[src/rtl/vgaPkg.sv]
package vgaPkg;

  // counter coordinate, wide enough for hTotal
  typedef logic [9:0] screenCoord;

  // coordinate inside the canvas
  typedef logic [7:0] canvasCoord;

  // one color channel toward the video DAC
  typedef logic [3:0] colorChannel;

  // horizontal timing, in pixel clocks
  localparam screenCoord hActive = 10'd640;
  localparam screenCoord hFront = 10'd16;
  localparam screenCoord hSync = 10'd96;
  localparam screenCoord hTotal = 10'd800;

  // vertical timing, in lines
  localparam screenCoord vActive = 10'd480;
  localparam screenCoord vFront = 10'd10;
  localparam screenCoord vSync = 10'd2;
  localparam screenCoord vTotal = 10'd525;

  // canvas edge in pixels, square region at upper left
  localparam screenCoord canvasSize = 10'd256;

endpackage

[src/rtl/vgaController.sv]
`timescale 1ns/1ps

module vgaController
  import vgaPkg::*;
  (
  input logic clk,
  input logic reset,
  output logic hsync,
  output logic vsync,
  output logic blankB,
  output screenCoord x,
  output screenCoord y
);

  screenCoord hCount;
  screenCoord vCount;
  logic hSyncZone;
  logic vSyncZone;
  logic visible;

  // raster counters, 800 clocks by 525 lines
  always_ff @(posedge clk) begin
    if (reset) begin
      hCount <= '0;
      vCount <= '0;
    end else if (hCount == hTotal - 10'd1) begin
      hCount <= '0;
      // line done, step the line counter
      if (vCount == vTotal - 10'd1) begin
        vCount <= '0;
      end else begin
        vCount <= vCount + 10'd1;
      end
    end else begin
      hCount <= hCount + 10'd1;
    end
  end

  // sync pulse spans 656..751 horizontally
  assign hSyncZone = (hCount >= hActive + hFront) &&
                     (hCount < hActive + hFront + hSync);
  // lines 490 and 491
  assign vSyncZone = (vCount >= vActive + vFront) &&
                     (vCount < vActive + vFront + vSync);
  assign visible = (hCount < hActive) && (vCount < vActive);

  // registered, so these trail the counters by one clock
  // which lines them up with the store's read latency
  always_ff @(posedge clk) begin
    if (reset) begin
      hsync <= 1'b1;
      vsync <= 1'b1;
      blankB <= 1'b0;
    end else begin
      // syncs are active low
      hsync <= ~hSyncZone;
      vsync <= ~vSyncZone;
      blankB <= visible;
    end
  end

  assign x = hCount;
  assign y = vCount;

endmodule

[config.mk]
export PLATFORM = sky130hd
export DESIGN_NAME = vgaController
export DESIGN_NICKNAME = d
export VERILOG_FILES = /design/src/rtl/vgaPkg.sv /design/src/rtl/vgaController.sv
export SDC_FILE = /design/constraint.sdc
export NUM_CORES = 1
export LEC_CHECK = 0
export ABC_AREA = 1
export ABC_CLOCK_PERIOD_IN_PS = 1950
export BUFFER_PORTS_ARGS = -buffer_cell sky130_fd_sc_hd__buf_4
export CAP_MARGIN = 10
export CORE_ASPECT_RATIO = 1.4
export CORE_MARGIN = 3
export CORE_UTILIZATION = 58
export DETAILED_ROUTE_END_ITERATION = 10
export PLACE_DENSITY = 0.93
export REMOVE_ABC_BUFFERS = 1
export SYNTH_ARGS = -nofsm -noshare
export SYNTH_HDL_FRONTEND = slang
export SYNTH_SLANG_ARGS = --single-unit
[constraint.sdc]
create_clock -name clk -period 1.95 [get_ports clk]
set_input_delay 0.2925 -clock clk [delete_from_list [all_inputs] [get_ports clk]]
set_output_delay 0.2925 -clock clk [all_outputs]
set_load 0.01 [all_outputs]
After elaboration in Yosys (flattened, before gate mapping)

Cells that the tools add are included.

Multiplexer cells: 1
Shift-type cells: 0
Div/mod/pow operators: 0
Equality and inequality tests: 2
Multiply operators: 0
$add $sub $neg: 2
Bitwise gates (word level): 2
Order comparisons: 6
Reduce and logical (&&, ||, !) cells: 4

Operator list:

| operator                                                                              | count |
|---|---|
| 10-bit by 1-bit adder with 10-bit output (second input constant)                      | 2 |
| 10-bit equality test (second input constant)                                          | 2 |
| 10-bit less-than comparator (second input constant)                                   | 2 |
| 10-bit by 9-bit less-than comparator with 1-bit output (second input constant)        | 2 |
| 10-bit greater-or-equal comparator (second input constant)                            | 1 |
| 10-bit by 9-bit greater-or-equal comparator with 1-bit output (second input constant) | 1 |
| 10-bit two-way mux                                                                    | 1 |
| 1-bit logical AND                                                                     | 3 |
| 1-bit NOT                                                                             | 2 |
| 2-bit OR reduction                                                                    | 1 |

Bits in latches: 0
Memories kept: 0
Output and inout bits: 23
Memory bits (read-only): 0
Logic and storage cells: 22
Memory bits (writable): 0
Register bits after elaboration: 23

Depth between registers and ports, before layout

Gate-level depths: netlist of run 1.

Depth in word-level cells: 3
Mapped depth: 9
Gate-level depth less buffers: 9

Worst setup path before layout of run 1

Ideal clock, no wire load.

Path type: register to register
Start: register hCount[0] (netlist: x[0])
End: register vCount[9] (netlist: y[9])
Path buffers: 0
Period minus slack after synthesis: 1.388 ns
Slack: 0.562 ns
Cell stages (with the launch flop): 9
Data required time: 1.835 ns
Arrival time: 1.273 ns
Path through: dfxtp_1 ha_1 nand2_4 nor2_8 inv_4 nor2_8 nand3_1 nand2_1 nor2_1

Word-level cells in the longest chain between the ends: 1

RTL lines:

| item                   | line                | RTL |
|---|---|---|
| start, declared        | vgaController.sv:15 | `screenCoord hCount;` |
| start signal, assigned | vgaController.sv:35 | `hCount <= hCount + 10'd1;` |
| 10-bit equality test   | vgaController.sv:26 | `end else if (hCount == hTotal - 10'd1) begin` |
| end signal, assigned   | vgaController.sv:32 | `vCount <= vCount + 10'd1;` |
| end, declared          | vgaController.sv:16 | `screenCoord vCount;` |

Every way passes these cells.
A chain may end at the register's enable or synchronous reset.

Worst setup path after layout of run 1

Start: register hCount[0] (netlist: x[0])
End: register vCount[5] (netlist: y[5])

Same word-level chain as after synthesis.

==> flow_summary.ini, run 1 <==
[cells_and_area]
antenna_cells = 0
drive_gt1_frac = 0.236
utilization = 0.748
syn_to_final_growth_pct = 17.7
finalNonFillerCells = 233
fin_nets = 220

[pwr]
p_leak_nw = 0.731
irDropWorstVdd_mv = 0.425
clkPwrFrac = 0.297
swShare = 0.237
seqPwrFrac = 0.645
power_density_nw_per_um2 = 486
intPower_mw = 0.574
p_sw_mw = 0.178
comb_power_share = 0.059

[clock_tree]
htreeDepth = 1
cts_buffers = 3
cts.sink_count = 23
path_clk_slew_ns = 0.12
cts_tree = done
postCtsSetupBuffers = 0
clock-root-buffer = clkbuf_4
hold_buffers = 0
clk_path_buf_depth = 2
clk_latency_ns = 0.31
cts_resized = 0

[global_routing]
track_usage = 0.228
grt_pass1_wl_mm = 5.10
grt_overflow = 0
grt_start_max_net_pins = 13
grt_pass1_vias = 1199
antenna_found_initial = 0

[drt]
wl_per_cell_um = 12.7
drt_pre_antenna_iters = 4
wl_met3_um = 138
ant_nets = 0
drt-total-wl_mm = 2.95
drcViolationCount = 0
highest_layer = met4
vias = 1288
drtIter0Drc = 56
routed_via_density = 5.53
wirelength_met1_mm = 1.21
met2WireLength_mm = 1.57

[synth]
netlist.area_leader.share = 0.350
synth-seq-cells = 23
synthDistinctLibCells = 26
netlist_area_um2 = 1320
yosys_warnings = 0
synth_cells = 184
ys_top_cells_by_area = dfxtp_1 (35%), nand2_1 (13%), nor2_1 (6.9%)
syn_avg_cell_area_um2 = 7.15
ys_seq_area_frac = 0.350
synth_largest_area_cell = dfxtp_1

[critical_path]
crit_fanout = 8
worst_ep_arrival_time_ns = 1.76
cp_common_cell = nand2_1
slowest_stage = dfxtp_1
crit_type = flip-flop to flip-flop
cp.required_ns = 2.21
r2r_slack_ns = 0.45
startpoint_type = flip-flop
r2r_start = x[0]
r2r_cells = 9
rr_endpoint = y[5]
endpoint_kind = flip-flop
max_stage_delay_ns = 0.44
crit_path_cell_trace = ha_1, nand2_4, nor2_8, inv_4, nor2_8, nand2_1, nand2_1, nand2_1, nor2_2

[hold_path]
min_path_cells = 2
hold_class = input pin to flip-flop
hold_path_end = y[5]
min_from = reset

[sta]
report.final.slew_viol_count = 0
period_needed_ns = 1.50
rsz0062_at_grt = false
relSlewSlack = 0.796
finalCritPeriodShare = 0.769
whs_ns = 0.182
hold_violations = 0
finalSetupTns_ns = 0
fmax_mhz = 667
setup_viol = 0
max_slew.worst_pin.slew_ns = 0.305
worst_clock_skew_ns = 0.00333

[die]
design.core.area_um2 = 2070
die_area_um2 = 2880
start_util = 0.636
die_w_um = 46.2
die_y_um = 62.3
io_pins = 25
rows = 19

[place]
placedCellCount = 229
port_buffers = 24
dpl.hpwl_mm = 2.28
place_congestion = 0.874

[run]
maxCapViolCount = 0

[outcome]
status = complete, no violations
power groups by stage:
stage	Sequential, mW	Combinational [mW]	Clock (mW)
floorplan	0.496	0.0234	0
global placement	0.493	0.0426	0
CTS	0.484	0.0446	0.222
detailed placement	0.495	0.0445	0
global route	0.486	0.0489	0.257
finish	0.484	0.0441	0.223
metal layers:
| metal | vias up | GRT usage |
|---|---|---|
| met3 | 5 | 0.0289 |
| met5 | - | 0 |
| met2 | 44 | 0.393 |
| met4 | 0 | 0.0854 |
| met1 | 605 | 0.271 |
| li1 | 634 | - |
cells in the mapped netlist:
cell type	count
nor3_1	3
nor4_1	1
ha_1	5
dfxtp_1	23
inv_2	3
xor2_1	2
nand2_4	3
inv_4	1
xnor2_1	1
nor2_1	24
a21oi_1	10
nor2_8	2
nand3b_1	2
nor2_4	2
o21ai_1	1
nand4_1	8
nand3_2	1
inv_1	21
nand2_8	1
clkinv_4	1
nor2_2	8
o2111ai_1	1
nand2_2	1
nand3_1	13
nand2_1	44
clkinv_1	2
layout make-up:
| class | count | area, um^2 |
|---|---|---|
| multi-input cells | 133 | 742 |
| repair buffers | 24 | 180 |
| inverters | 28 | 113 |
| fillers | 155 | 520 |
| flip-flops and latches | 23 | 460 |
| well taps | 21 | 26.3 |
| clock buffers | 4 | 26.3 |
state kept, by name (all words and copies together), names as in the netlist:
| name | flops |
|---|---|
| vsync | 1 |
| y | 10 |
| x | 10 |
| hsync | 1 |
| blankB | 1 |
layout by cell type (no fill, tap or decap):
| cell type | count |
|---|---|
| nand3_2 | 1 |
| nand2_4 | 3 |
| o21ai_1 | 1 |
| nor2_8 | 2 |
| nor2_2 | 8 |
| buf_4 | 24 |
| nand3_1 | 13 |
| nand2_8 | 1 |
| nor4_1 | 1 |
| xor2_1 | 2 |
| nor2_1 | 24 |
| inv_4 | 1 |
| inv_2 | 3 |
| clkbuf_1 | 1 |
| ha_1 | 5 |
| clkinv_1 | 2 |
| clkbuf_4 | 3 |
| dfxtp_1 | 23 |
| inv_1 | 21 |
| o2111ai_1 | 1 |
| nand3b_1 | 2 |
| xnor2_1 | 1 |
| nor2_4 | 2 |
| nand2_2 | 1 |
| nor3_1 | 3 |
| clkinv_4 | 1 |
| a21oi_1 | 10 |
| nand4_1 | 8 |
| nand2_1 | 44 |
worst max path at each step:
stage / slack, ns / to / start / depth (start not counted)
finish: 0.45 / y[5] / x[0] / 9
global route: 0.35 / y[4] / x[0] / 8
CTS: 0.45 / y[3] / x[0] / 8
detailed placement: 0.47 / y[3] / x[0] / 8
global placement: 0.56 / y[0] / x[0] / 8
floorplan: 0.56 / y[9] / x[0] / 8
critical path, delay by kind of cell, from the launching register on:
kind | cells | cell delay (ns)
and+or+nand+nor | 7 | 0.68
adders and majority gates | 1 | 0.26
buffers and inverters | 1 | 0.06
DFF | 1 | 0.44
stage by stage:
step           instance area (um^2)  total power [mW]  setup WS [ns]
6_report                       1550             0.751          0.450
5_1_grt                        1550             0.791          0.346
4_1_cts                        1550             0.751          0.446
3_5_place_dp                   1520             0.539          0.473
3_3_place_gp                   1520             0.536          0.558
2_1_floorplan                  1320             0.520          0.562
logic make-up (layout without fill, tap and decap cells):
family	count (synthesis)	count (layout)	synth area share
flip-flops	23	23	0.350
AND/OR/NAND/NOR	113	113	0.448
adder cells (fa/ha/maj)	5	5	0.0476
buffers and inverters	28	56	0.0856
AO/OA/AOI/OAI	12	12	0.0485
XOR/XNOR	3	3	0.0200
Note: power is estimated with default switching activity, not from simulation.
==> inputs of run 2 (changes only) <==
- ABC_CLOCK_PERIOD_IN_PS: 1950 -> 1400
- CORE_UTILIZATION: 58 -> 54
- PLACE_DENSITY: 0.93 -> 0.88
- clock period: 1.95 -> 1.4 ns (I/O delays scaled with it)
==> flow_summary.ini, run 2 (synthesized netlist as in run 1, its figures left out) <==
[outcome]
status = complete, no violations

[critical_path]
r2r_start = x[0]
startpoint_type = flip-flop
rr_endpoint = y[3]
crit_cells = 9
max_stage_delay_ns = 0.36
crit_fanout = 8
r2r_cells = 9
crit_path_cell_trace = ha_2, nand2_4, nor2_8, inv_4, nor2_8, nand2_1, nand2_1, nand2_1, nor2_2
worst_ep_arrival_time_ns = 1.61
path_delay_family = simple AND/OR/NAND/NOR gates
crit_type = flip-flop to flip-flop
cp.required_ns = 1.67
cp.buffers_inverters = 1
cp_common_cell = nand2_1
r2r_slack_ns = 0.06
slowest_stage = dfxtp_1
endpoint_kind = flip-flop

[pwr]
p_sw_mw = 0.248
fin_total_pwr_mw = 1.05
comb_power_share = 0.070
clkPwrFrac = 0.294
irDropWorstVdd_mv = 0.563
power_density_nw_per_um2 = 637
swShare = 0.235
p_leak_nw = 0.794
seqPwrFrac = 0.636
intPower_mw = 0.807

[sta]
whs_ns = 0.0977
postLayoutSetupSlackWorst_ns = 0.0575
setup_viol = 0
period_needed_ns = 1.34
hold_violations = 0
worst_clock_skew_ns = 0.00248
fmax_mhz = 745
relSlewSlack = 0.817
finalCritPeriodShare = 0.959
report.final.slew_viol_count = 0
finalSetupTns_ns = 0
max_slew.worst_pin.slew_ns = 0.274

[drt]
drt-total-wl_mm = 3.16
drt_pre_antenna_iters = 4
wl_per_cell_um = 12.8
ant_nets = 0
routed_via_density = 5.54
vias = 1362
drtIter0Drc = 60
drcViolationCount = 0

[hold_path]
hold_class = input pin to flip-flop
hold_path_end = y[5]
min_from = reset
min_path_cells = 2

[cells_and_area]
final_cell_mix = nand2_1 (44), buf_4 (36), nor2_1 (22)
final.fill_count = 169
finalInstanceArea_um2 = 1660
fin_nets = 232
finalNonFillerCells = 246
syn_to_final_growth_pct = 25.9
utilization = 0.735
drive_gt1_frac = 0.304
final_common_cell = nand2_1
antenna_cells = 0

[place]
placed_cell_area_um2 = 1610
place_congestion = 0.863
placedCellCount = 241
port_buffers = 24
dp_slack_ns = 0.0249
dpl.hpwl_mm = 2.32

[clock_tree]
clock-root-buffer = clkbuf_4
path_clk_slew_ns = 0.12
cts_buffers = 3
cts.sink_count = 23
cts_tree = done
clk_latency_ns = 0.31
clk_path_buf_depth = 2
htreeDepth = 1
hold_buffers = 0

[global_routing]
track_usage = 0.214
grt_pass1_vias = 1197
grt_start_max_net_pins = 13
grt_pass1_wl_mm = 5.01
antenna_found_initial = 0
grt_overflow = 0

[die]
die_w_um = 47.7
start_util = 0.584
rows = 20
die_area_um2 = 3070
die_y_um = 64.4
design.core.area_um2 = 2250
io_pins = 25

[run]
maxCapViolCount = 0
## run 2: power groups by stage
stage	Clock (mW)	Combinational (mW)	Sequential (mW)
floorplan	0	0.0326	0.691
global placement	0	0.0706	0.683
detailed placement	0	0.0734	0.684
CTS	0.314	0.0737	0.670
global route	0.342	0.0819	0.672
finish	0.311	0.0735	0.671
## run 2: cell type report
cell class	instances	area [um^2]	area share
Timing Repair Buffer	36	270	0.163
Tap cell	22	27.5	0.0166
Inverter	28	113	0.0680
Multi-Input combinational cell	133	754	0.456
Clock buffer	4	26.3	0.0159
Sequential cell	23	464	0.280
## run 2: worst max path at each step
stage	startpoint	to	slack, ns
2_1_floorplan	x[0]	y[9]	0.01
4_1_cts	x[0]	y[4]	0.004
6_report	x[0]	y[3]	0.06
5_1_grt	x[0]	y[6]	-0.01
3_5_place_dp	x[0]	y[2]	0.02
3_3_place_gp	x[0]	y[3]	0.09
## run 2: layer usage
layer | wire length, um | vias to the layer above | global-route usage | part of all wire
li1 | - | 664 | - | -
met1 | 1230 | 631 | 0.276 | 0.39
met2 | 1690 | 56 | 0.363 | 0.53
met3 | 160 | 11 | 0.0338 | 0.051
met4 | 76 | 0 | 0.0404 | 0.024
met5 | 0 | - | 0 | 0
## run 2: what timing repair did
item                                    4_1_cts  5_1_grt
endpoints found under the setup margin        0       11
endpoints found under the hold margin         0        0
buffers inserted                              0        1
resized for setup                             0        7
