### config.mk
export PLATFORM = sky130hd
export DESIGN_NAME = spiDecode_flat
export DESIGN_NICKNAME = d
export VERILOG_FILES = /design/src/rtl/vgaPkg.sv /design/src/rtl/paintPkg.sv /design/src/rtl/paintWriteIf.sv /design/src/rtl/spiDecode.sv /design/src/flat_wrapper.sv
export SDC_FILE = /design/constraint.sdc
export NUM_CORES = 1
export LEC_CHECK = 0
export ABC_CLOCK_PERIOD_IN_PS = 1800
export BUFFER_PORTS_ARGS = -buffer_cell sky130_fd_sc_hd__buf_2
export CAP_MARGIN = 0
export CORE_MARGIN = 4
export CORE_UTILIZATION = 40
export CTS_BUF_LIST = sky130_fd_sc_hd__clkbuf_4 sky130_fd_sc_hd__clkbuf_8 sky130_fd_sc_hd__clkbuf_16
export CTS_CLUSTER_DIAMETER = 80
export DETAILED_ROUTE_END_ITERATION = 6
export GPL_TIMING_DRIVEN = 0
export HOLD_SLACK_MARGIN = 0.1
export PLACE_DENSITY = 0.75
export SETUP_SLACK_MARGIN = 0.05
export SYNTH_ARGS = -nofsm -noshare
export SYNTH_HDL_FRONTEND = slang
export SYNTH_SLANG_ARGS = --single-unit
### constraint.sdc
create_clock -name clk -period 1.8 [get_ports clk]
set_input_delay 0.09 -clock clk [delete_from_list [all_inputs] [get_ports clk]]
set_output_delay 0.09 -clock clk [all_outputs]
set_load 0.05 [all_outputs]
### src/rtl/vgaPkg.sv
package vgaPkg;

  // counter coordinate, wide enough for hTotal
  typedef logic [9:0] screenCoord;

  // coordinate inside the canvas
  typedef logic [7:0] canvasCoord;

  // one color channel toward the video DAC
  typedef logic [3:0] colorChannel;

  // horizontal timing, in pixel clocks
  localparam screenCoord hActive = 10'd640;
  localparam screenCoord hFront = 10'd16;
  localparam screenCoord hSync = 10'd96;
  localparam screenCoord hTotal = 10'd800;

  // vertical timing, in lines
  localparam screenCoord vActive = 10'd480;
  localparam screenCoord vFront = 10'd10;
  localparam screenCoord vSync = 10'd2;
  localparam screenCoord vTotal = 10'd525;

  // canvas edge in pixels, square region at upper left
  localparam screenCoord canvasSize = 10'd256;

endpackage

### src/rtl/paintPkg.sv
package paintPkg;

  // pixel code held in the canvas
  typedef logic [2:0] colorCode;

  // one byte off the SPI link
  typedef logic [7:0] spiByte;

  // brush flag position in the third byte
  localparam int brushBit = 7;

  // palette: each code bit switches one channel fully on or off
  // bit 2 red, bit 1 green, bit 0 blue
  localparam logic [3:0] channelFull = 4'hF;
  localparam logic [3:0] channelOff = 4'h0;

  // command decoder states, one per byte of a transfer
  typedef enum logic [1:0] {
    waitX,
    waitY,
    waitColor
  } decodeState;

endpackage

### src/rtl/paintWriteIf.sv
`timescale 1ns/1ps

interface paintWriteIf
  import vgaPkg::*, paintPkg::*;
  ();

  // write strobe, one cycle per pixel
  logic brush;
  canvasCoord x;
  canvasCoord y;
  colorCode color;

  // decoder side produces the write
  modport decoder (output brush, x, y, color);

  // store side takes one write per clock, no back-pressure
  modport store (input brush, x, y, color);

endinterface

### src/rtl/spiDecode.sv
`timescale 1ns/1ps

module spiDecode
  import paintPkg::*;
  (
  input logic clk,
  input logic reset,
  input logic byteValid,
  input spiByte rxByte,
  input logic frameActive,
  paintWriteIf.decoder wr
);

  decodeState state;

  // command sequencer, byte order x then y then color
  always_ff @(posedge clk) begin
    if (reset) begin
      state <= waitX;
      wr.brush <= 1'b0;
    end else begin
      // strobe lasts a single cycle
      wr.brush <= 1'b0;
      if (!frameActive) begin
        // csN released mid-command, start over
        state <= waitX;
      end else if (byteValid) begin
        case (state)
          waitX: begin
            state <= waitY;
          end
          waitY: begin
            state <= waitColor;
          end
          waitColor: begin
            // brush clear means the transfer paints nothing
            wr.brush <= rxByte[brushBit];
            state <= waitX;
          end
          default: begin
            state <= waitX;
          end
        endcase
      end
    end
  end

  // payload latches, qualified only by state
  always_ff @(posedge clk) begin
    if (byteValid && frameActive) begin
      if (state == waitX) begin
        wr.x <= rxByte;
      end
      if (state == waitY) begin
        wr.y <= rxByte;
      end
      if (state == waitColor) begin
        // low three bits select the palette entry
        wr.color <= rxByte[2:0];
      end
    end
  end

endmodule

### src/flat_wrapper.sv
// flat-port wrapper written by rule: the top's interface ports become plain ports
module spiDecode_flat import paintPkg::*;
  (clk, reset, byteValid, rxByte, frameActive, wr_brush, wr_x, wr_y, wr_color);
  paintWriteIf wr_i ();
  input logic clk;
  input logic reset;
  input logic byteValid;
  input spiByte rxByte;
  input logic frameActive;
  output wire logic [$bits(wr_i.brush)-1:0] wr_brush;
  output wire logic [$bits(wr_i.x)-1:0] wr_x;
  output wire logic [$bits(wr_i.y)-1:0] wr_y;
  output wire logic [$bits(wr_i.color)-1:0] wr_color;
  assign wr_brush = wr_i.brush;
  assign wr_x = wr_i.x;
  assign wr_y = wr_i.y;
  assign wr_color = wr_i.color;
  spiDecode u_core (.clk(clk), .reset(reset), .byteValid(byteValid), .rxByte(rxByte), .frameActive(frameActive), .wr(wr_i));
endmodule
# After elaboration in Yosys (flattened, before gate mapping)

Index checks and enable logic that the tools add are counted.

Register bits: 22
Input port bits: 12

Muxes and demuxes: 1
Equal/unequal tests: 2
Bitwise operators: 3
Reductions and logical operators: 7

Operator list:

| operator                                      | number |
|---|---|
| AND reduction 2 bit                           | 3 |
| one-hot mux 2 bit (2 select lines)            | 1 |
| OR reduction 4 bit                            | 1 |
| inverter 1 bit                                | 3 |
| == test 2 x 1 -> 1 bit, second input constant | 1 |
| == test 2 bit, second input constant          | 1 |
| logical NOT 2 bit                             | 1 |
| OR reduction 2 bit                            | 1 |
| logical AND 1 bit                             | 1 |

# Depth between registers and ports, before layout

Gate-level depths: netlist of run 1.

Depth in word-level cells: 3
Gate-level depth with buffers: 2

# Least setup slack after synthesis of run 1

OpenSTA, ideal clock, no wires.

Path type: register to register
From: reg u_core.state[0]
To: reg u_core.wr.x[0] (enable)
Stages on the path, launching flop included: 2
Required time: 1.405 ns
Clock period less this slack: 1.637 ns
Path slack: 0.163 ns
Data arrival time: 1.242 ns
Buffers on the path: 0
Cell sequence: dfxtp_1 > nor4bb_1

Longest elaborated chain between the ends: 2

RTL lines:

| item                          | RTL line           | text |
|---|---|---|
| start, declared               | spiDecode.sv:14    | `decodeState state;` |
| start signal, assigned        | spiDecode.sv:19    | `state <= waitX;` |
| start signal, assigned        | spiDecode.sv:26    | `state <= waitX;` |
| start signal, assigned        | spiDecode.sv:30    | `state <= waitY;` |
| logical NOT 2 bit             | spiDecode.sv:51    | `if (state == waitX) begin` |
| AND reduction 2 bit (no line) | n/a                |  |
| end signal, assigned          | spiDecode.sv:52    | `wr.x <= rxByte;` |
| end, declared                 | paintWriteIf.sv:14 | `modport decoder (output brush, x, y, color);` |

Every way passes these cells.
A chain may end at the register's enable or synchronous reset.

# Worst setup path after layout of run 1

From: in frameActive
To: reg u_core.wr.x[5] (enable)

Longest elaborated chain between the ends: 2

RTL lines:

| item                          | RTL line          | text |
|---|---|---|
| start, declared               | flat_wrapper.sv:9 | `input logic frameActive;` |
| logical AND 1 bit             | spiDecode.sv:50   | `if (byteValid && frameActive) begin` |
| AND reduction 2 bit (no line) | n/a               |  |

Every way passes these cells.

==> results of run 1 <==
## where the power goes
part	switching (uW)	internal (uW)
Clock	139	225
Combinational	54.9	36.6
Sequential	4.03	566
Total	198	828
## Yosys cell counts (all sizes together)
cell type  instances  area, sq um
edfxtp            19          571
and3b              1         8.76
dfxtp              3         60.1
nand3b             1         7.51
a21oi              2         10.0
or3b               1         8.76
nor4bb             1         10.0
nand2b             3         18.8
and4b              2         20.0
## kinds of logic (layout without fill, tap and decap cells)
family | Yosys count | in the layout
DFF | 22 | 22
and+or+nand+nor | 9 | 9
AOI/OAI and AO/OA | 2 | 2
buffers and inverters | 0 | 46
## cells in the final DEF, fill, tap and decap left out
cell type | synthesis | layout
dfxtp_1 | 3 | 3
nand2b_1 | 3 | 3
nor4bb_4 | 0 | 1
and4b_1 | 2 | 2
buf_2 | 0 | 31
dlygate4sd3_1 | 0 | 11
a21oi_1 | 2 | 2
and3b_1 | 1 | 1
clkbuf_4 | 0 | 3
edfxtp_1 | 19 | 19
nand3b_1 | 1 | 1
or3b_1 | 1 | 1
bufinv_16 | 0 | 1
## path summary, 6_finish.rpt
kind | startpoint | to | slack, ns | cells past startpoint
max | frameActive | u_core.wr.x[5] | 0.41 | 3
min | byteValid | u_core.state[0] | 0.12 | 3
max reg2reg | u_core.state[1] | u_core.wr.x[5] | 0.46 | 1
min reg2reg | u_core.state[0] | u_core.state[0] | 0.55 | 2
## stage by stage
step	worst slack (ns)	TNS (ns)	instances
CTS	0.113	0	104
detailed placement	0.163	0	89
floorplan	0.163	0	33
global route	0.326	0	104
global placement	-0.222	-1.77	89
finish	0.408	0	104
## registers in the layout, indices dropped and copies added (netlist names)
signal and flops:
u_core.wr.x 8, u_core.wr.y 8, u_core.wr.color 3, u_core.state 2
u_core.wr.brush 1
## timing repair
action	4_1_cts	5_1_grt
hold endpoints to repair	22	0
hold buffers	11	0
gates resized for setup	0	1
setup endpoints to repair	0	8
## area by class of cell
type | instances | area share
clock inverters | 1 | 0.0278
well taps | 25 | 0.0290
clock buffers | 3 | 0.0209
multi-input cells | 11 | 0.0916
flip-flops and latches | 22 | 0.585
repair buffers | 42 | 0.246
## critical path: stages
cell,delay [ns]
dlygate4sd3_1,0.52
buf_2,0.13
nor4bb_4,0.59
## routing by layer
layer	up-vias	track usage	share of wire
li1	223	-	-
met1	216	0.140	0.42
met2	24	0.172	0.48
met3	2	0.0356	0.087
met4	0	0.0553	0.0062
met5	-	0	0
==> flow_metrics.env, run 1 <==
export IMPL_hold_path_class="input port to register"
export IMPL_cp_max_fo=8
export IMPL_synthAdderAreaFrac=0
export IMPL_setup_violations=0
export IMPL_dpl_instance_area_sq_um=907
export IMPL_cts_sinks=22
export IMPL_cp_required_ns=1.74
export IMPL_core_area_sq_mm=0.00171
export IMPL_post_cts_setup_buffers=0
export IMPL_syn_to_final_growth_pct=51.0
export IMPL_period_needed_ns=1.39
export IMPL_max_freq_ghz=0.719
export IMPL_clk_pin_slew_worst_paths_ns=0.11
export IMPL_multiInputGateArea_sq_um=98.8
export IMPL_clk_latency_ns=0.30
export IMPL_drive_above_1_share=0.456
export IMPL_muxShareOfSynthArea=0
export IMPL_wire_per_inst_um=12.3
export IMPL_synth_cell_type_count=9
export IMPL_worst_slew_pin_slew_ns=0.592
export IMPL_die_x_um=50.3
export IMPL_cp_end_kind="register"
export IMPL_firstDrtPassIters=4
export IMPL_skew_ns=0.00986
export IMPL_h_tree_depth=1
export IMPL_ys_ff_latch=22
export IMPL_cellPowerDensity_mw_per_mm2=951
export IMPL_seqCellArea_sq_um=631
export IMPL_peakVddDrop_v=0.000462
export IMPL_start_util=0.418
export IMPL_pin_count=32
export IMPL_via_per_inst=4.47
export IMPL_diodes=0
export IMPL_wl_mm=1.28
export IMPL_grtUsageTotal=0.111
export IMPL_syn_num_nets=45
export IMPL_rows=15
export IMPL_synth_xor_area_frac=0
export IMPL_final_antenna_net_count=0
export IMPL_grt_max_degree=14
export IMPL_leakagePower_uw=0.000438
export IMPL_synth_compound_area_share=0.0140
export IMPL_postSynthAreaPerCell_sq_um=21.6
export IMPL_synth_seq_area_share=0.883
export IMPL_design_area_sq_mm=0.00108
export IMPL_hold_violations=0
export IMPL_grt_antenna_before_repair=0
export IMPL_layout_nets=92
export IMPL_cp_arrival_ns=1.34
export IMPL_io_buffers=31
export IMPL_ys_warn_count=0
export IMPL_slew_violations=0
export IMPL_drc_errors=0
export IMPL_critPathKind="input port to register"
export IMPL_rsz0062_at_grt="false"
export IMPL_synth_simple_area_share=0.103
export IMPL_place_gp_congestion=0.723
export IMPL_clock_path_buffers=2
export IMPL_syn_cell_area_sq_um=714
export IMPL_hold_slack_ns=0.119
export IMPL_n_fill_cell=126
export IMPL_gr_total_overflow=0
export IMPL_netlist_instances=33
export IMPL_cts_buffers_inserted=3
export IMPL_max_cap_violations=0
export IMPL_grt_pass1_vias=441
export IMPL_min_period_over_period=0.773
export IMPL_total_power_uw=1030
export IMPL_max_slew_margin=0.605
export IMPL_cts_tree="done"
export IMPL_synth_top_family_by_area="simple AND/OR/NAND/NOR gates"
export IMPL_worstSetupStartpointType="input port"
export IMPL_fin_util=0.632
export IMPL_status="complete, no violations"
export IMPL_via_count=465
export IMPL_dieHeight_um=50.3
export IMPL_grt_pass1_wl_mm=2.00
export IMPL_cts_root_buf="clkbuf_4"
export IMPL_drt_iter0_markers=11
export IMPL_die_area_sq_mm=0.00253
No activity file was read; power rests on OpenSTA's default activity.
==> inputs of run 2 (changes only) <==
- ABC_CLOCK_PERIOD_IN_PS: 1800 -> 1200
- CORE_UTILIZATION: 40 -> 39
- PLACE_DENSITY: 0.75 -> 0.76
- clock period: 1.8 -> 1.2 ns (I/O delays scaled with it)
==> run 2 against run 1 <==
Critical path type is now register to register. Sequential cell count stayed put. Clock skew decreased by 0.0029 ns. Sequential share of layout area about the same. Cell area increased by 0.81%. Final cell count grew 2.9%. Count of clock-buffer cells in the layout up 1. First-iteration DRC count is 36% higher. Hold slack gained 0.17 ns. Core utilization decreased by 0.18 points. Clock power decreased by 5.8%.
==> flow_metrics.env, run 2 (same netlist as run 1, synthesis figures left out) <==
export IMPL_clk_pin_slew_worst_paths_ns=0.11
export IMPL_dieHeight_um=50.8
export IMPL_n_fill_cell=136
export IMPL_leakagePower_uw=0.000443
export IMPL_min_period_over_period=0.958
export IMPL_grt_antenna_before_repair=0
export IMPL_period_needed_ns=1.15
export IMPL_diodes=0
export IMPL_h_tree_depth=1
export IMPL_worstSetupStartpointType="register"
export IMPL_final_common_cell="buf_2"
export IMPL_rows=15
export IMPL_max_freq_ghz=0.870
export IMPL_skew_ns=0.00696
export IMPL_firstDrtPassIters=4
export IMPL_dpl_instance_area_sq_um=917
export IMPL_design_area_sq_mm=0.00109
export IMPL_drc_errors=0
export IMPL_cts_tree="done"
export IMPL_cts_sinks=22
export IMPL_status="complete, no violations"
export IMPL_max_slew_margin=0.825
export IMPL_clock_path_buffers=2
export IMPL_total_power_uw=1350
export IMPL_hold_violations=0
export IMPL_die_x_um=50.8
export IMPL_cp_end_kind="register"
export IMPL_cp_arrival_ns=1.16
export IMPL_busiest_layer="met2"
export IMPL_cellPowerDensity_mw_per_mm2=1240
export IMPL_swShare=0.211
export IMPL_critPathKind="register to register"
export IMPL_wire_per_inst_um=12.2
export IMPL_layout_setup_ws_ns=0.0506
export IMPL_cts_root_buf="clkbuf_4"
export IMPL_slew_violations=0
export IMPL_p_seq_frac=0.634
export IMPL_p_comb_frac=0.112
export IMPL_dp_hpwl_um=869
export IMPL_switchingPower_uw=284
export IMPL_max_cap_violations=0
export IMPL_largestRegisters="u_core.wr.x (8), u_core.wr.y (8), u_core.wr.color (3)"
export IMPL_place_gp_congestion=0.681
export IMPL_io_buffers=31
export IMPL_peakVddDrop_v=0.000677
export IMPL_grt_max_degree=13
export IMPL_max_stage_delay_ns=0.37
export IMPL_min_path_cells=2
export IMPL_wl_mm=1.31
export IMPL_drt_iter0_markers=15
export IMPL_reg2reg_depth=2
export IMPL_hold_path_class="input port to register"
export IMPL_grt_pass1_vias=427
export IMPL_hold_slack_ns=0.284
export IMPL_via_per_inst=4.39
export IMPL_via_count=470
export IMPL_rsz0062_at_grt="true"
export IMPL_pin_count=32
export IMPL_layout_nets=95
export IMPL_p_int_uw=1060
export IMPL_clk_latency_ns=0.29
export IMPL_worst_slew_pin_slew_ns=0.264
export IMPL_start_util=0.414
export IMPL_syn_to_final_growth_pct=52.2
export IMPL_setup_violations=0
export IMPL_cp_max_fo=5
export IMPL_grt_pass1_wl_mm=2.05
export IMPL_use_met3=0.0415
export IMPL_cp_cell_sequence="nor4bb_4, buf_4"
export IMPL_final_cell_mix="buf_2 (30), edfxtp_1 (19), dlygate4sd3_1 (11), clkbuf_4 (4), buf_4 (4)"
export IMPL_final_antenna_net_count=0
export IMPL_cp_required_ns=1.22
export IMPL_place_ws_ns=-0.104
export IMPL_core_area_sq_mm=0.00173
export IMPL_grtUsageTotal=0.111
export IMPL_cp_slowest_cell="dfxtp_4"
export IMPL_use_met2=0.187
export IMPL_pwr_share_clk=0.255
export IMPL_die_area_sq_mm=0.00258
export IMPL_grtUsageMet1=0.134
export IMPL_drive_above_1_share=0.512
export IMPL_cts_buffers_inserted=3
export IMPL_gr_total_overflow=0
export IMPL_fin_util=0.630
## run 2: metrics by stage
step | instances | TNS (ns)
after detailed placement | 89 | -0.863
after global routing | 107 | 0
after CTS | 106 | 0
final | 107 | 0
after global placement | 89 | -0.686
after floorplan | 33 | 0
## run 2: timing repair
action,in CTS,in global routing
setup endpoints to repair,16,8
hold buffers,11,0
resized for setup,2,2
buffers inserted,2,1
gates cloned,0,0
pin swaps,1,1
endpoints found under the hold margin,22,0
## run 2: worst paths after layout
check | from | slack (ns) | endpoint
hold / removal | frameActive | 0.28 | u_core.wr.color[1]
setup / recovery | u_core.state[0] | 0.05 | u_core.wr.x[3]
hold reg to reg | u_core.state[1] | 0.53 | u_core.state[1]
setup reg to reg | u_core.state[0] | 0.05 | u_core.wr.x[3]
## run 2: power by group through the flow
stage	logic [uW]	clock network [uW]	registers [uW]
floorplan	18.8	0	926
CTS	145	353	857
global route	161	390	857
global placement	110	0	873
detailed placement	112	0	874
finish	150	343	855
## run 2: per-layer routing
layer  up-vias  routed length (um)
li1        228                   -
met1       217                 508
met2        25                 691
met3         0                 106
met4         0                   0
met5         -                   0
## run 2: layout make-up
cell class,count,area (sq um),area share
Multi-Input combinational cell,11,100,0.0921
Tap cell,25,31.3,0.0288
Sequential cell,22,636,0.585
Clock buffer,4,30.0,0.0276
Timing Repair Buffer,45,290,0.267
## run 2: worst max-delay path: cells and delay by family (launching register included)
kind,cells,cell delay [ns]
buffers and inverters,1,0.20
DFF,1,0.37
and+or+nand+nor,1,0.31
