===== config.mk =====
export PLATFORM = sky130hd
export DESIGN_NAME = spiReceiver
export DESIGN_NICKNAME = d
export VERILOG_FILES = /design/src/rtl/paintPkg.sv /design/src/rtl/spiReceiver.sv
export SDC_FILE = /design/constraint.sdc
export NUM_CORES = 1
export LEC_CHECK = 0
export ABC_AREA = 1
export BUFFER_PORTS_ARGS = -buffer_cell sky130_fd_sc_hd__buf_2
export CAP_MARGIN = 0
export CORE_UTILIZATION = 30
export CTS_CLUSTER_SIZE = 16
export DETAILED_ROUTE_END_ITERATION = 8
export PLACE_DENSITY_LB_ADDON = 0.05
export SYNTH_ARGS = -nofsm -noshare
export SYNTH_HDL_FRONTEND = slang
export SYNTH_SLANG_ARGS = --single-unit

===== constraint.sdc =====
create_clock -name clk -period 1.5 [get_ports clk]
set_input_delay 0.15 -clock clk [delete_from_list [all_inputs] [get_ports clk]]
set_output_delay 0.15 -clock clk [all_outputs]
set_load 0.02 [all_outputs]

===== src/rtl/paintPkg.sv =====
package paintPkg;

  // pixel code held in the canvas
  typedef logic [2:0] colorCode;

  // one byte off the SPI link
  typedef logic [7:0] spiByte;

  // brush flag position in the third byte
  localparam int brushBit = 7;

  // palette: each code bit switches one channel fully on or off
  // bit 2 red, bit 1 green, bit 0 blue
  localparam logic [3:0] channelFull = 4'hF;
  localparam logic [3:0] channelOff = 4'h0;

  // command decoder states, one per byte of a transfer
  typedef enum logic [1:0] {
    waitX,
    waitY,
    waitColor
  } decodeState;

endpackage


===== src/rtl/spiReceiver.sv =====
`timescale 1ns/1ps

module spiReceiver
  import paintPkg::*;
  (
  input logic clk,
  input logic reset,
  input logic sck,
  input logic sdi,
  input logic csN,
  output logic byteValid,
  output spiByte rxByte,
  output logic frameActive
);

  // two-flop synchronizers for the async SPI pins
  logic sckMeta, sckSync, sckPrev;
  logic sdiMeta, sdiSync;
  logic csMeta, csSync;
  logic sckRise;
  logic [2:0] bitCount;
  spiByte shiftReg;

  always_ff @(posedge clk) begin
    if (reset) begin
      sckMeta <= 1'b0;
      sckSync <= 1'b0;
      sckPrev <= 1'b0;
      // chip select idles high
      csMeta <= 1'b1;
      csSync <= 1'b1;
    end else begin
      sckMeta <= sck;
      sckSync <= sckMeta;
      sckPrev <= sckSync;
      csMeta <= csN;
      csSync <= csMeta;
    end
  end

  // data pin needs no reset, only sampled inside a frame
  always_ff @(posedge clk) begin
    sdiMeta <= sdi;
    sdiSync <= sdiMeta;
  end

  // rising edge of the synchronized sck
  assign sckRise = sckSync & ~sckPrev;

  // bit counter and byte strobe
  always_ff @(posedge clk) begin
    if (reset || csSync) begin
      // deselect drops any partial byte
      bitCount <= '0;
      byteValid <= 1'b0;
    end else begin
      byteValid <= 1'b0;
      if (sckRise) begin
        bitCount <= bitCount + 3'd1;
        // eighth edge completes the byte
        if (bitCount == 3'd7) begin
          byteValid <= 1'b1;
        end
      end
    end
  end

  // MSB first, so shift in at the bottom
  always_ff @(posedge clk) begin
    if (sckRise && !csSync) begin
      shiftReg <= {shiftReg[6:0], sdiSync};
    end
  end

  // shift register is stable while byteValid is high
  assign rxByte = shiftReg;
  assign frameActive = ~csSync;

endmodule


* After elaboration in Yosys (flattened, before gate mapping)
Cells that the tools add are included.
** Word-level totals
- Register bits after elaboration :: 19
- Input port bits :: 5
- Logic and storage cells :: 21
** Operators by class
- Add/sub/neg operators :: 1
- Equality and inequality tests :: 1
- Multiplexer cells :: 1
- Bitwise operators :: 4
- Reductions and logical operators :: 4
** Operator list (count)
- $add A3 B1 Y3 const B :: 1
- $eq A3 B3 Y1 const B :: 1
- $not A1 Y1 :: 3
- $reduce_or A2 Y1 :: 1
- $and A1 B1 Y1 :: 1
- $logic_and A1 B1 Y1 :: 1
- $logic_not A1 Y1 :: 1
- $logic_or A1 B1 Y1 :: 1
- $mux W1 :: 1

* Logic depth before layout (Yosys ltp)
Gate-level depths: netlist of the first run.
- Word-level depth :: 4
- Gate-level depth with buffers :: 6
- Gate-level depth less buffers :: 6

* Worst setup path before layout of the first run
No wires, ideal clock.
- Kind :: register to register
- Start :: reg sckSync
- End :: reg shiftReg[0], in the netlist rxByte[0] (enable)
- Setup time :: 370 ps
- Arrival :: 933 ps
- Required time :: 1130 ps
- Path slack :: 197 ps
- Cell stages (with the launch flop) :: 5
- Path buffers :: 0
- Clock period less this slack :: 1303 ps
- Cell sequence :: dfxtp_1 inv_2 nor2_4 inv_1 nor2_1
** Between the ends
- Word-level cells in the longest chain between the ends :: 2
** Ends and longest elaborated chain
- from (decl) :: RTL line spiReceiver.sv:17 : logic sckMeta, sckSync, sckPrev;
- from (signal assigned) :: RTL line spiReceiver.sv:34 : sckSync <= sckMeta;
- $and A1 B1 Y1 :: RTL line spiReceiver.sv:48 : assign sckRise = sckSync & ~sckPrev;
- $logic_and A1 B1 Y1 :: RTL line spiReceiver.sv:70 : if (sckRise && !csSync) begin
- to (signal assigned) :: RTL line spiReceiver.sv:71 : shiftReg <= {shiftReg[6:0], sdiSync};
- to (decl) :: RTL line spiReceiver.sv:22 : spiByte shiftReg;
Every way passes these cells.
A chain may end at the register's enable or synchronous reset.

* Worst setup path after layout of the first run
- Start :: reg sckSync
- End :: reg shiftReg[3], in the netlist rxByte[3] (enable)
The elaborated chain is that of the path after synthesis.

==> metrics.cfg, run 1 <==
[status]
status=finished, final reports clean

[drt]
vias=378
drtAntennaViolNets=0
post_drt_wl_per_cell_um=8.17
first_pass_iters=2
drc=0
vias_per_cell=3.86
routed_wl_um=801
first_iter_violations=4

[yosys]
ys_seq_area_share_pct=74.6
avgSynthCellArea_um2=12.1
synthesis.area_um2=617
yosys_warnings=0
ys_ff_latch=19
synth.distinct_cells=11
synthCells=51
syn_nets=58

[die]
die-area_um2=2240
rows=16
start_util_pct=31.8
core_area_um2=1940
dieWidth_um=47.3
die_height_um=47.3
io_pins=15

[critical_path]
crit_start=sckSync$_SDFF_PP0_
regToRegStartpoint=sckSync$_SDFF_PP0_
rrSetupSlack_ns=0.33
end_kind=flip-flop
endpoint=rxByte[3]$_DFFE_PP_
path_class=flip-flop to flip-flop
critPathLaunchType=flip-flop
worstRegToRegCells=5
worstReg2RegEnd=rxByte[3]$_DFFE_PP_
cp_max_fo=8
arrival_ns=1.18
required_ns=1.51

[sta]
finalSetupTns_ns=0
finClkSkew_ns=0.00196
fin_crit_ns=1.17
setup_viol=0
fin_crit_sh_pct=77.9
tightest_slew_ns=0.171
hold_viol=0
max_freq_ghz=0.856
rsz0062_at_grt=false
timing.final.ws_setup_ns=0.331
drv_slew=0
relSlewSlack_pct=88.6

[cells_and_area]
num_antenna_cells=0
areaGrowthSynthToFinish_pct=24.1
fill_cells=210
regArea_um2=460
nNetsFinal=79
multi_input_area_um2=126
drive_above_1_share_pct=33.8

[global_routing]
antenna_found_initial=0
grtUsageMet2_pct=13.2
grtUsageMet1_pct=11.0
grt_pass1_vias=342
track_usage_pct=9.37
gr-usage-met3_pct=3.46
overflow=0
grt_max_degree=12
grt_pass1_wl_um=1350
busiest_layer=met2

[clocking]
insertion_delay_ns=0.29
cts_tree=done
clk_pin_slew_ns=0.10
numCtsBuffers=3
post-cts-setup-buffers=0
clk_path_buf_depth=2
htree_levels=1
cts_root_buf=clkbuf_4
cts.sinks=19

[power_and_ir_drop]
switchingPower_uw=168
pwr-share-clk_pct=29.9
leakagePower_nw=0.319
intPower_uw=657
p_per_area_nw_per_um2=1080
peakVddDrop_mv=0.555
pwr-share-seq_pct=66.6
p_comb_share_pct=3.5
p_sw_share_pct=20.4

[placed_design]
post-dp-hpwl_um=593
numPortBuffers=14
gp_congestion=0.642
pre_cts_ws_ns=0.322

[run]
max-cap-violations=0

[hold_path]
hold_path_class=input port to flip-flop

## worst max-delay path, cell delays in order (launching register included)
cell,delay (ns)
dfxtp_1,0.39
inv_2,0.07
nor2_4,0.11
inv_1,0.06
nor2_1,0.09
buf_4,0.18
## worst min-delay path by stage
stage	start	slack (ns)	to	cells past startpoint
global route	csN	0.01	csMeta$_SDFF_PP1_	2
finish	csN	0.04	csMeta$_SDFF_PP1_	2
detailed placement	sdi	0.25	sdiMeta$_DFF_P_	1
CTS	csN	0.02	csMeta$_SDFF_PP1_	2
global placement	sdi	0.25	sdiMeta$_DFF_P_	1
floorplan	sdi	0.18	sdiMeta$_DFF_P_	0
## kinds of logic after synthesis
group | synth area share (%)
buffers and inverters | 4.87
AND/OR/NAND/NOR | 16.4
flip-flops | 74.6
adder cells (fa/ha/maj) | 4.06
## layout make-up
cell class | instances | area share [%]
Multi-Input combinational cell | 24 | 16.5
Timing Repair Buffer | 16 | 11.4
Clock buffer | 3 | 2.94
Inverter | 8 | 3.92
Sequential cell | 19 | 60.1
Clock inverter | 1 | 0.654
Tap cell | 27 | 4.41
## synth_stat cells
library cell,number,area share [%]
ha_1,2,4.1
or2_2,2,2.0
nor2_1,11,6.7
inv_2,1,0.61
inv_1,7,4.3
nand2_1,4,2.4
nand3_1,3,2.4
nor2_2,1,1.0
dfxtp_1,11,36
nor2_4,1,1.8
edfxtp_1,8,39
## layout by cell type, fill, tap and decap left out, drive strengths merged, types with 2 or more instances in the layout
cell    instances
nand3           3
inv             8
ha              2
dfxtp          11
nor2           13
nand2           4
clkbuf          3
or2             2
buf            15
edfxtp          8
## what timing repair did
action,4_1_cts,5_1_grt
hold endpoints to repair,1,0
hold buffers,1,0
resized for setup,0,0
## sequential cells by signal, indices dropped and copies added (netlist names)
signal and cells:
bitCount 3, rxByte 8, sckMeta 1, byteValid 1
csMeta 1, sckSync 1, sdiMeta 1, sckPrev 1
csSync 1, sdiSync 1
## routing by layer
layer | wire, µm | vias to the layer above
li1 | - | 197
met1 | 393 | 171
met2 | 359 | 8
met3 | 37 | 2
met4 | 10 | 0
met5 | 0 | -
## power by group through the flow
stage	clock network [mW]	logic [mW]	registers, mW
global placement	0	0.0274	0.562
detailed placement	0	0.0272	0.562
finish	0.247	0.0285	0.550
global route	0.287	0.0329	0.552
CTS	0.263	0.0292	0.550
floorplan	0	0.0148	0.562
## metrics by stage
step / instance area, µm² / power [mW] / hold slack, ns / cells / util (%)
2_1_floorplan: 617 / 0.577 / 0.178 / 51 / -
3_3_place_gp: 728 / 0.589 / 0.254 / 93 / 37.5
3_5_place_dp: 728 / 0.589 / 0.254 / 93 / 37.5
4_1_cts: 766 / 0.842 / 0.0232 / 98 / 39.4
5_1_grt: 766 / 0.872 / 0.0122 / 98 / 39.4
6_report: 766 / 0.826 / 0.0367 / 98 / 39.4
Note: power is estimated with default switching activity, not from simulation.
==> run 2, diff against run 1 <==
==> constraint.sdc (replaced) <==
create_clock -name clk -period 1 [get_ports clk]
set_input_delay 0.1 -clock clk [delete_from_list [all_inputs] [get_ports clk]]
set_output_delay 0.1 -clock clk [all_outputs]
set_load 0.02 [all_outputs]
==> run 2 against run 1 <==
  * Via count up 15%
  * Cell area grew 26%
  * Clock-buffer cell count unchanged
  * Register-to-register slack worse by 0.36 ns
  * Critical endpoint is now rxByte[7]$_DFFE_PP_
  * Highest routed layer is now met3
  * Critical path type unchanged
  * Die area did not move
  * Flip-flop and latch count stayed put
  * The run now ends with negative setup slack left
==> metrics.cfg, run 2 (same netlist as run 1, synthesis figures left out) <==
[status]
status=finished, violations left
violations=negative setup slack

[global_routing]
grt_max_degree=13  ; +1
overflow=0  ; unchanged
grt_pass1_vias=342  ; unchanged
track_usage_pct=9.16  ; -0.21 points
grt_pass1_wl_um=1400  ; +3.6%
antenna_found_initial=0  ; unchanged

[critical_path]
worstRegToRegCells=4  ; -1
required_ns=0.99  ; -0.52 ns
cp_max_fo=8  ; unchanged
regToRegStartpoint=sckSync$_SDFF_PP0_
worstReg2RegEnd=rxByte[7]$_DFFE_PP_
path_class=flip-flop to flip-flop
rrSetupSlack_ns=-0.02  ; -0.36 ns
arrival_ns=1.01  ; -0.17 ns
end_kind=flip-flop
critPathLaunchType=flip-flop

[sta]
timing.final.ws_setup_ns=-0.0240  ; -0.355 ns
hold_viol=0  ; unchanged
rsz0062_at_grt=true
fin_crit_ns=1.02  ; -0.145 ns
finClkSkew_ns=0.00384  ; +0.00188 ns
tightest_slew_ns=0.237  ; +0.0661 ns
fin_crit_sh_pct=102  ; +24 points
relSlewSlack_pct=84.1  ; -4.4 points
drv_slew=0  ; unchanged
setup_viol=8  ; +8
max_freq_ghz=0.977  ; +14%

[hold_path]
min_to=sckSync$_SDFF_PP0_
hold_path_class=input port to flip-flop
hp-start=reset
hold_depth=2  ; unchanged

[die]
core_area_um2=1940  ; unchanged
io_pins=15  ; unchanged
rows=16  ; unchanged
dieWidth_um=47.3  ; unchanged
die-area_um2=2240  ; unchanged
start_util_pct=31.8  ; unchanged
die_height_um=47.3  ; unchanged

[clocking]
clk_pin_slew_ns=0.11  ; about the same
cts_root_buf=clkbuf_4
cts.sinks=19  ; unchanged
cts_tree=done
numCtsBuffers=3  ; unchanged
insertion_delay_ns=0.29  ; about the same
clk_path_buf_depth=2  ; unchanged
htree_levels=1  ; unchanged

[cells_and_area]
fill_cells=181  ; -14%
layout.cells.non_filler=111  ; +13%
largest_register_ffs=8  ; unchanged
layout_commonest_cell=buf_4
areaGrowthSynthToFinish_pct=56.8
drive_above_1_share_pct=56.0  ; +22 points
utilization_pct=49.8  ; +10 points
nNetsFinal=92  ; +16%
num_antenna_cells=0  ; unchanged
final_cell_mix=11 x buf_4, 9 x nor2_1, 8 x buf_2, 8 x edfxtp_1

[run]
max-cap-violations=0  ; unchanged

[drt]
first_iter_violations=2  ; -2
vias=434  ; +15%
first_pass_iters=3  ; +1
vias_per_cell=3.91  ; +1.4%
post_drt_wl_per_cell_um=8.26  ; +1.1%
routed_wl_um=917  ; +14%
drc=0  ; unchanged
drtAntennaViolNets=0  ; unchanged

[placed_design]
pre_cts_ws_ns=-0.0436  ; -0.366 ns
gp_congestion=0.668  ; +4.1%
post-dp-hpwl_um=618  ; +4.3%
numPortBuffers=14  ; unchanged
dp.cells=97  ; +4.3%

[power_and_ir_drop]
p_comb_share_pct=6.0  ; +2.5 points
p_per_area_nw_per_um2=1320  ; +23%
switchingPower_uw=266  ; +58%
p_sw_share_pct=20.8  ; +0.44 points
pwr-share-seq_pct=64.4  ; -2.2 points
leakagePower_nw=0.387  ; +21%
peakVddDrop_mv=0.864  ; +56%
intPower_mw=1.01  ; +54%
pwr-share-clk_pct=29.6  ; -0.3 points

==> run 2: metrics by stage <==
stage	cell area, µm²	setup TNS [ns]	hold WS (ns)	total power [mW]
detailed placement	783	-0.359	0.204	0.893
global placement	783	-0.388	0.206	0.893
CTS	897	-0.357	0.0205	1.30
finish	967	-0.189	0.0343	1.28
floorplan	642	-0.298	0.128	0.868
global route	967	-0.957	0.0448	1.35
==> run 2: final cells by class <==
type                    instances  area [µm²]  share of cell area, %
flip-flops and latches         19         468                   48.4
clock buffers                   3        22.5                   2.33
multi-input cells              24         174                   18.0
inverters                       8        30.0                   3.10
clock inverters                 1        7.51                  0.776
well taps                      27        33.8                   3.49
repair buffers                 29         231                   23.9
==> run 2: layer usage <==
metal	up-vias	share of wire (%)	track usage (%)
met5	-	0	0
li1	224	-	-
met3	0	3.2	2.31
met2	10	48	13.4
met4	0	0	3.43
met1	200	49	13.0
==> run 2: timing repair <==
item / in CTS / in global routing
pin swaps: 4 / 3
resized for setup: 7 / 15
hold buffers: 3 / 0
endpoints found under the setup margin: 11 / 17
hold endpoints to repair: 3 / 0
buffers inserted: 4 / 3
==> run 2: how the worst max path moves through the flow <==
stage	startpoint	endpoint	slack, ns	cells past startpoint
2_1_floorplan	sckSync$_SDFF_PP0_	rxByte[0]$_DFFE_PP_	-0.04	4
3_3_place_gp	sckSync$_SDFF_PP0_	rxByte[7]$_DFFE_PP_	-0.05	4
3_5_place_dp	sckSync$_SDFF_PP0_	rxByte[7]$_DFFE_PP_	-0.04	4
4_1_cts	sckSync$_SDFF_PP0_	rxByte[7]$_DFFE_PP_	-0.04	4
5_1_grt	sckSync$_SDFF_PP0_	rxByte[2]$_DFFE_PP_	-0.1	4
6_report	sckSync$_SDFF_PP0_	rxByte[7]$_DFFE_PP_	-0.02	4
==> run 2: power by group through the flow <==
stage               clock network (mW)  registers, mW  logic, mW
floorplan                            0          0.845     0.0237
global placement                     0          0.843     0.0501
detailed placement                   0          0.843     0.0502
CTS                              0.408          0.826     0.0694
global route                     0.435          0.826     0.0844
finish                           0.379          0.824     0.0761
==> run 2: worst max-delay path, cell delays in order, from the launching register on <==
cell and delay [ns]:
dfxtp_2 0.35, inv_2 0.05, nor2_4 0.08, inv_2 0.05, nor2_4 0.20
==> run 3, diff against run 2 <==
==> constraint.sdc (replaced) <==
create_clock -name clk -period 0.9 [get_ports clk]
set_input_delay 0.09 -clock clk [delete_from_list [all_inputs] [get_ports clk]]
set_output_delay 0.09 -clock clk [all_outputs]
set_load 0.02 [all_outputs]
==> run 3 against run 2 <==
  * The run still ends with negative setup slack left
  * Critical path depth is the same
  * Worst setup slack lost 0.11 ns
  * Clock skew shrank 0.00072 ns
  * Via count shrank 2.3%
  * Non-clock buffer count shrank 1
  * Highest routed layer unchanged
==> metrics.cfg, run 3 (same netlist as run 1, synthesis figures left out) <==
[status]
status=finished, violations left
violations=negative setup slack

[die]
die-area_um2=2240  ; unchanged
io_pins=15  ; unchanged
dieWidth_um=47.3  ; unchanged
rows=16  ; unchanged
core_area_um2=1940  ; unchanged
die_height_um=47.3  ; unchanged
start_util_pct=31.8  ; unchanged

[clocking]
numCtsBuffers=3  ; unchanged
htree_levels=1  ; unchanged
insertion_delay_ns=0.29  ; about the same
clk_path_buf_depth=2  ; unchanged
cts_tree=done
cts_root_buf=clkbuf_4
clk_pin_slew_ns=0.10  ; about the same
cts.sinks=19  ; unchanged

[sta]
max_freq_ghz=0.968  ; -0.86%
drv_slew=0  ; unchanged
finClkSkew_ns=0.00312  ; -0.000719 ns
hold_viol=0  ; unchanged
tightest_slew_ns=0.241  ; +0.00409 ns
timing.final.ws_setup_ns=-0.133  ; -0.109 ns
setup_viol=20  ; +12
finalSetupTns_ns=-1.52  ; -1.33 ns
fin_crit_sh_pct=115  ; +12 points
fin_crit_ns=1.03  ; +0.00889 ns
rsz0062_at_grt=true
relSlewSlack_pct=83.9  ; -0.27 points

[power_and_ir_drop]
leakagePower_nw=0.395  ; +2.1%
p_sw_share_pct=21.1  ; +0.33 points
pwr-share-clk_pct=29.8  ; +0.2 points
switchingPower_uw=300  ; +13%
p_per_area_nw_per_um2=1460  ; +10%
pwr-share-seq_pct=64.6  ; +0.2 points
peakVddDrop_mv=0.778  ; -10%
intPower_mw=1.12  ; +10%
p_comb_share_pct=5.6  ; -0.4 points

[placed_design]
post-dp-hpwl_um=601  ; -2.9%
gp_congestion=0.598  ; -10%
numPortBuffers=14  ; unchanged
pre_cts_ws_ns=-0.150  ; -0.107 ns
place_area_um2=795  ; +1.4%

[critical_path]
cp_max_fo=8  ; unchanged
arrival_ns=1.02  ; about the same
max_stage_delay_ns=0.34  ; about the same
end_kind=flip-flop
crit_buf_inv=2  ; unchanged
path_class=flip-flop to flip-flop
critical_path.top_delay_family=flip-flops
path_cells=inv_2 > nor2_4 > inv_2 > nor2_4
required_ns=0.89  ; -0.10 ns
critPathLaunchType=flip-flop
cp_slowest_cell=dfxtp_2

[cells_and_area]
fill_cells=182  ; +0.55%
final_area_um2=973  ; +0.65%
nNetsFinal=91  ; -1.1%
num_antenna_cells=0  ; unchanged
layout_commonest_cell=buf_4
regArea_um2=469  ; +0.27%
areaGrowthSynthToFinish_pct=57.8
multi_input_area_um2=171  ; -1.4%
utilization_pct=50.1  ; +0.32 points
largest_register_ffs=8  ; unchanged
drive_above_1_share_pct=57.8  ; +1.9 points
final_cell_mix=12 x buf_4, 9 x nor2_1, 9 x buf_6, 8 x edfxtp_1, 6 x dfxtp_1

[drt]
drc=0  ; unchanged
post_drt_wl_per_cell_um=8.65  ; +4.8%
routed_wl_um=952  ; +3.8%
first_pass_iters=2  ; -1
drtAntennaViolNets=0  ; unchanged
vias=424  ; -2.3%
first_iter_violations=2  ; unchanged
vias_per_cell=3.85  ; -1.4%

[global_routing]
grt_pass1_wl_um=1400  ; unchanged
track_usage_pct=9.59  ; +0.42 points
overflow=0  ; unchanged
grt_pass1_vias=338  ; -1.2%
grt_max_degree=12  ; -1
antenna_found_initial=0  ; unchanged

[run]
max-cap-violations=0  ; unchanged

[hold_path]
hold_path_class=input port to flip-flop

-- run 3: layer usage --
metal,track usage [%],routed length (µm)
met2,13.2,454
met1,12.3,465
met5,0,0
met3,3.46,33
met4,6.86,0
-- run 3: path summary, 6_finish.rpt --
path | end | slack [ns] | cells past startpoint | from
worst max-delay path | rxByte[0]$_DFFE_PP_ | -0.13 | 4 | sckSync$_SDFF_PP0_
worst min-delay path | sckSync$_SDFF_PP0_ | 0.02 | 2 | reset
worst max register to register | rxByte[0]$_DFFE_PP_ | -0.13 | 4 | sckSync$_SDFF_PP0_
worst min register to register | sdiSync$_DFF_P_ | 0.34 | 0 | sdiMeta$_DFF_P_
-- run 3: through the flow --
stage,power [mW],cells,hold WS [ns]
floorplan,0.965,51,0.118
global placement,0.993,97,0.195
detailed placement,0.992,97,0.194
CTS,1.43,108,0.00906
global route,1.49,110,0.00776
finish,1.42,110,0.0169
-- run 3: what timing repair did --
action	CTS	global route
hold buffers	3	0
gates resized for setup	8	19
endpoints found under the setup margin	18	20
buffers inserted	4	2
pin swaps	1	1
hold endpoints to repair	3	0
-- run 3: area by class of cell --
class / instances / share of cell area (%)
clock buffers: 3 / 2.31
inverters: 8 / 3.08
flip-flops and latches: 19 / 48.2
clock inverters: 1 / 0.514
well taps: 27 / 3.47
repair buffers: 28 / 24.8
multi-input cells: 24 / 17.6
-- run 3: power groups by stage --
| stage | Sequential, mW | Combinational [mW] | Clock (mW) |
|---|---|---|---|
| 5_1_grt | 0.918 | 0.0876 | 0.488 |
| 4_1_cts | 0.916 | 0.0733 | 0.445 |
| 3_5_place_dp | 0.937 | 0.0556 | 0 |
| 3_3_place_gp | 0.937 | 0.0559 | 0 |
| 6_report | 0.916 | 0.0797 | 0.423 |
| 2_1_floorplan | 0.939 | 0.0265 | 0 |
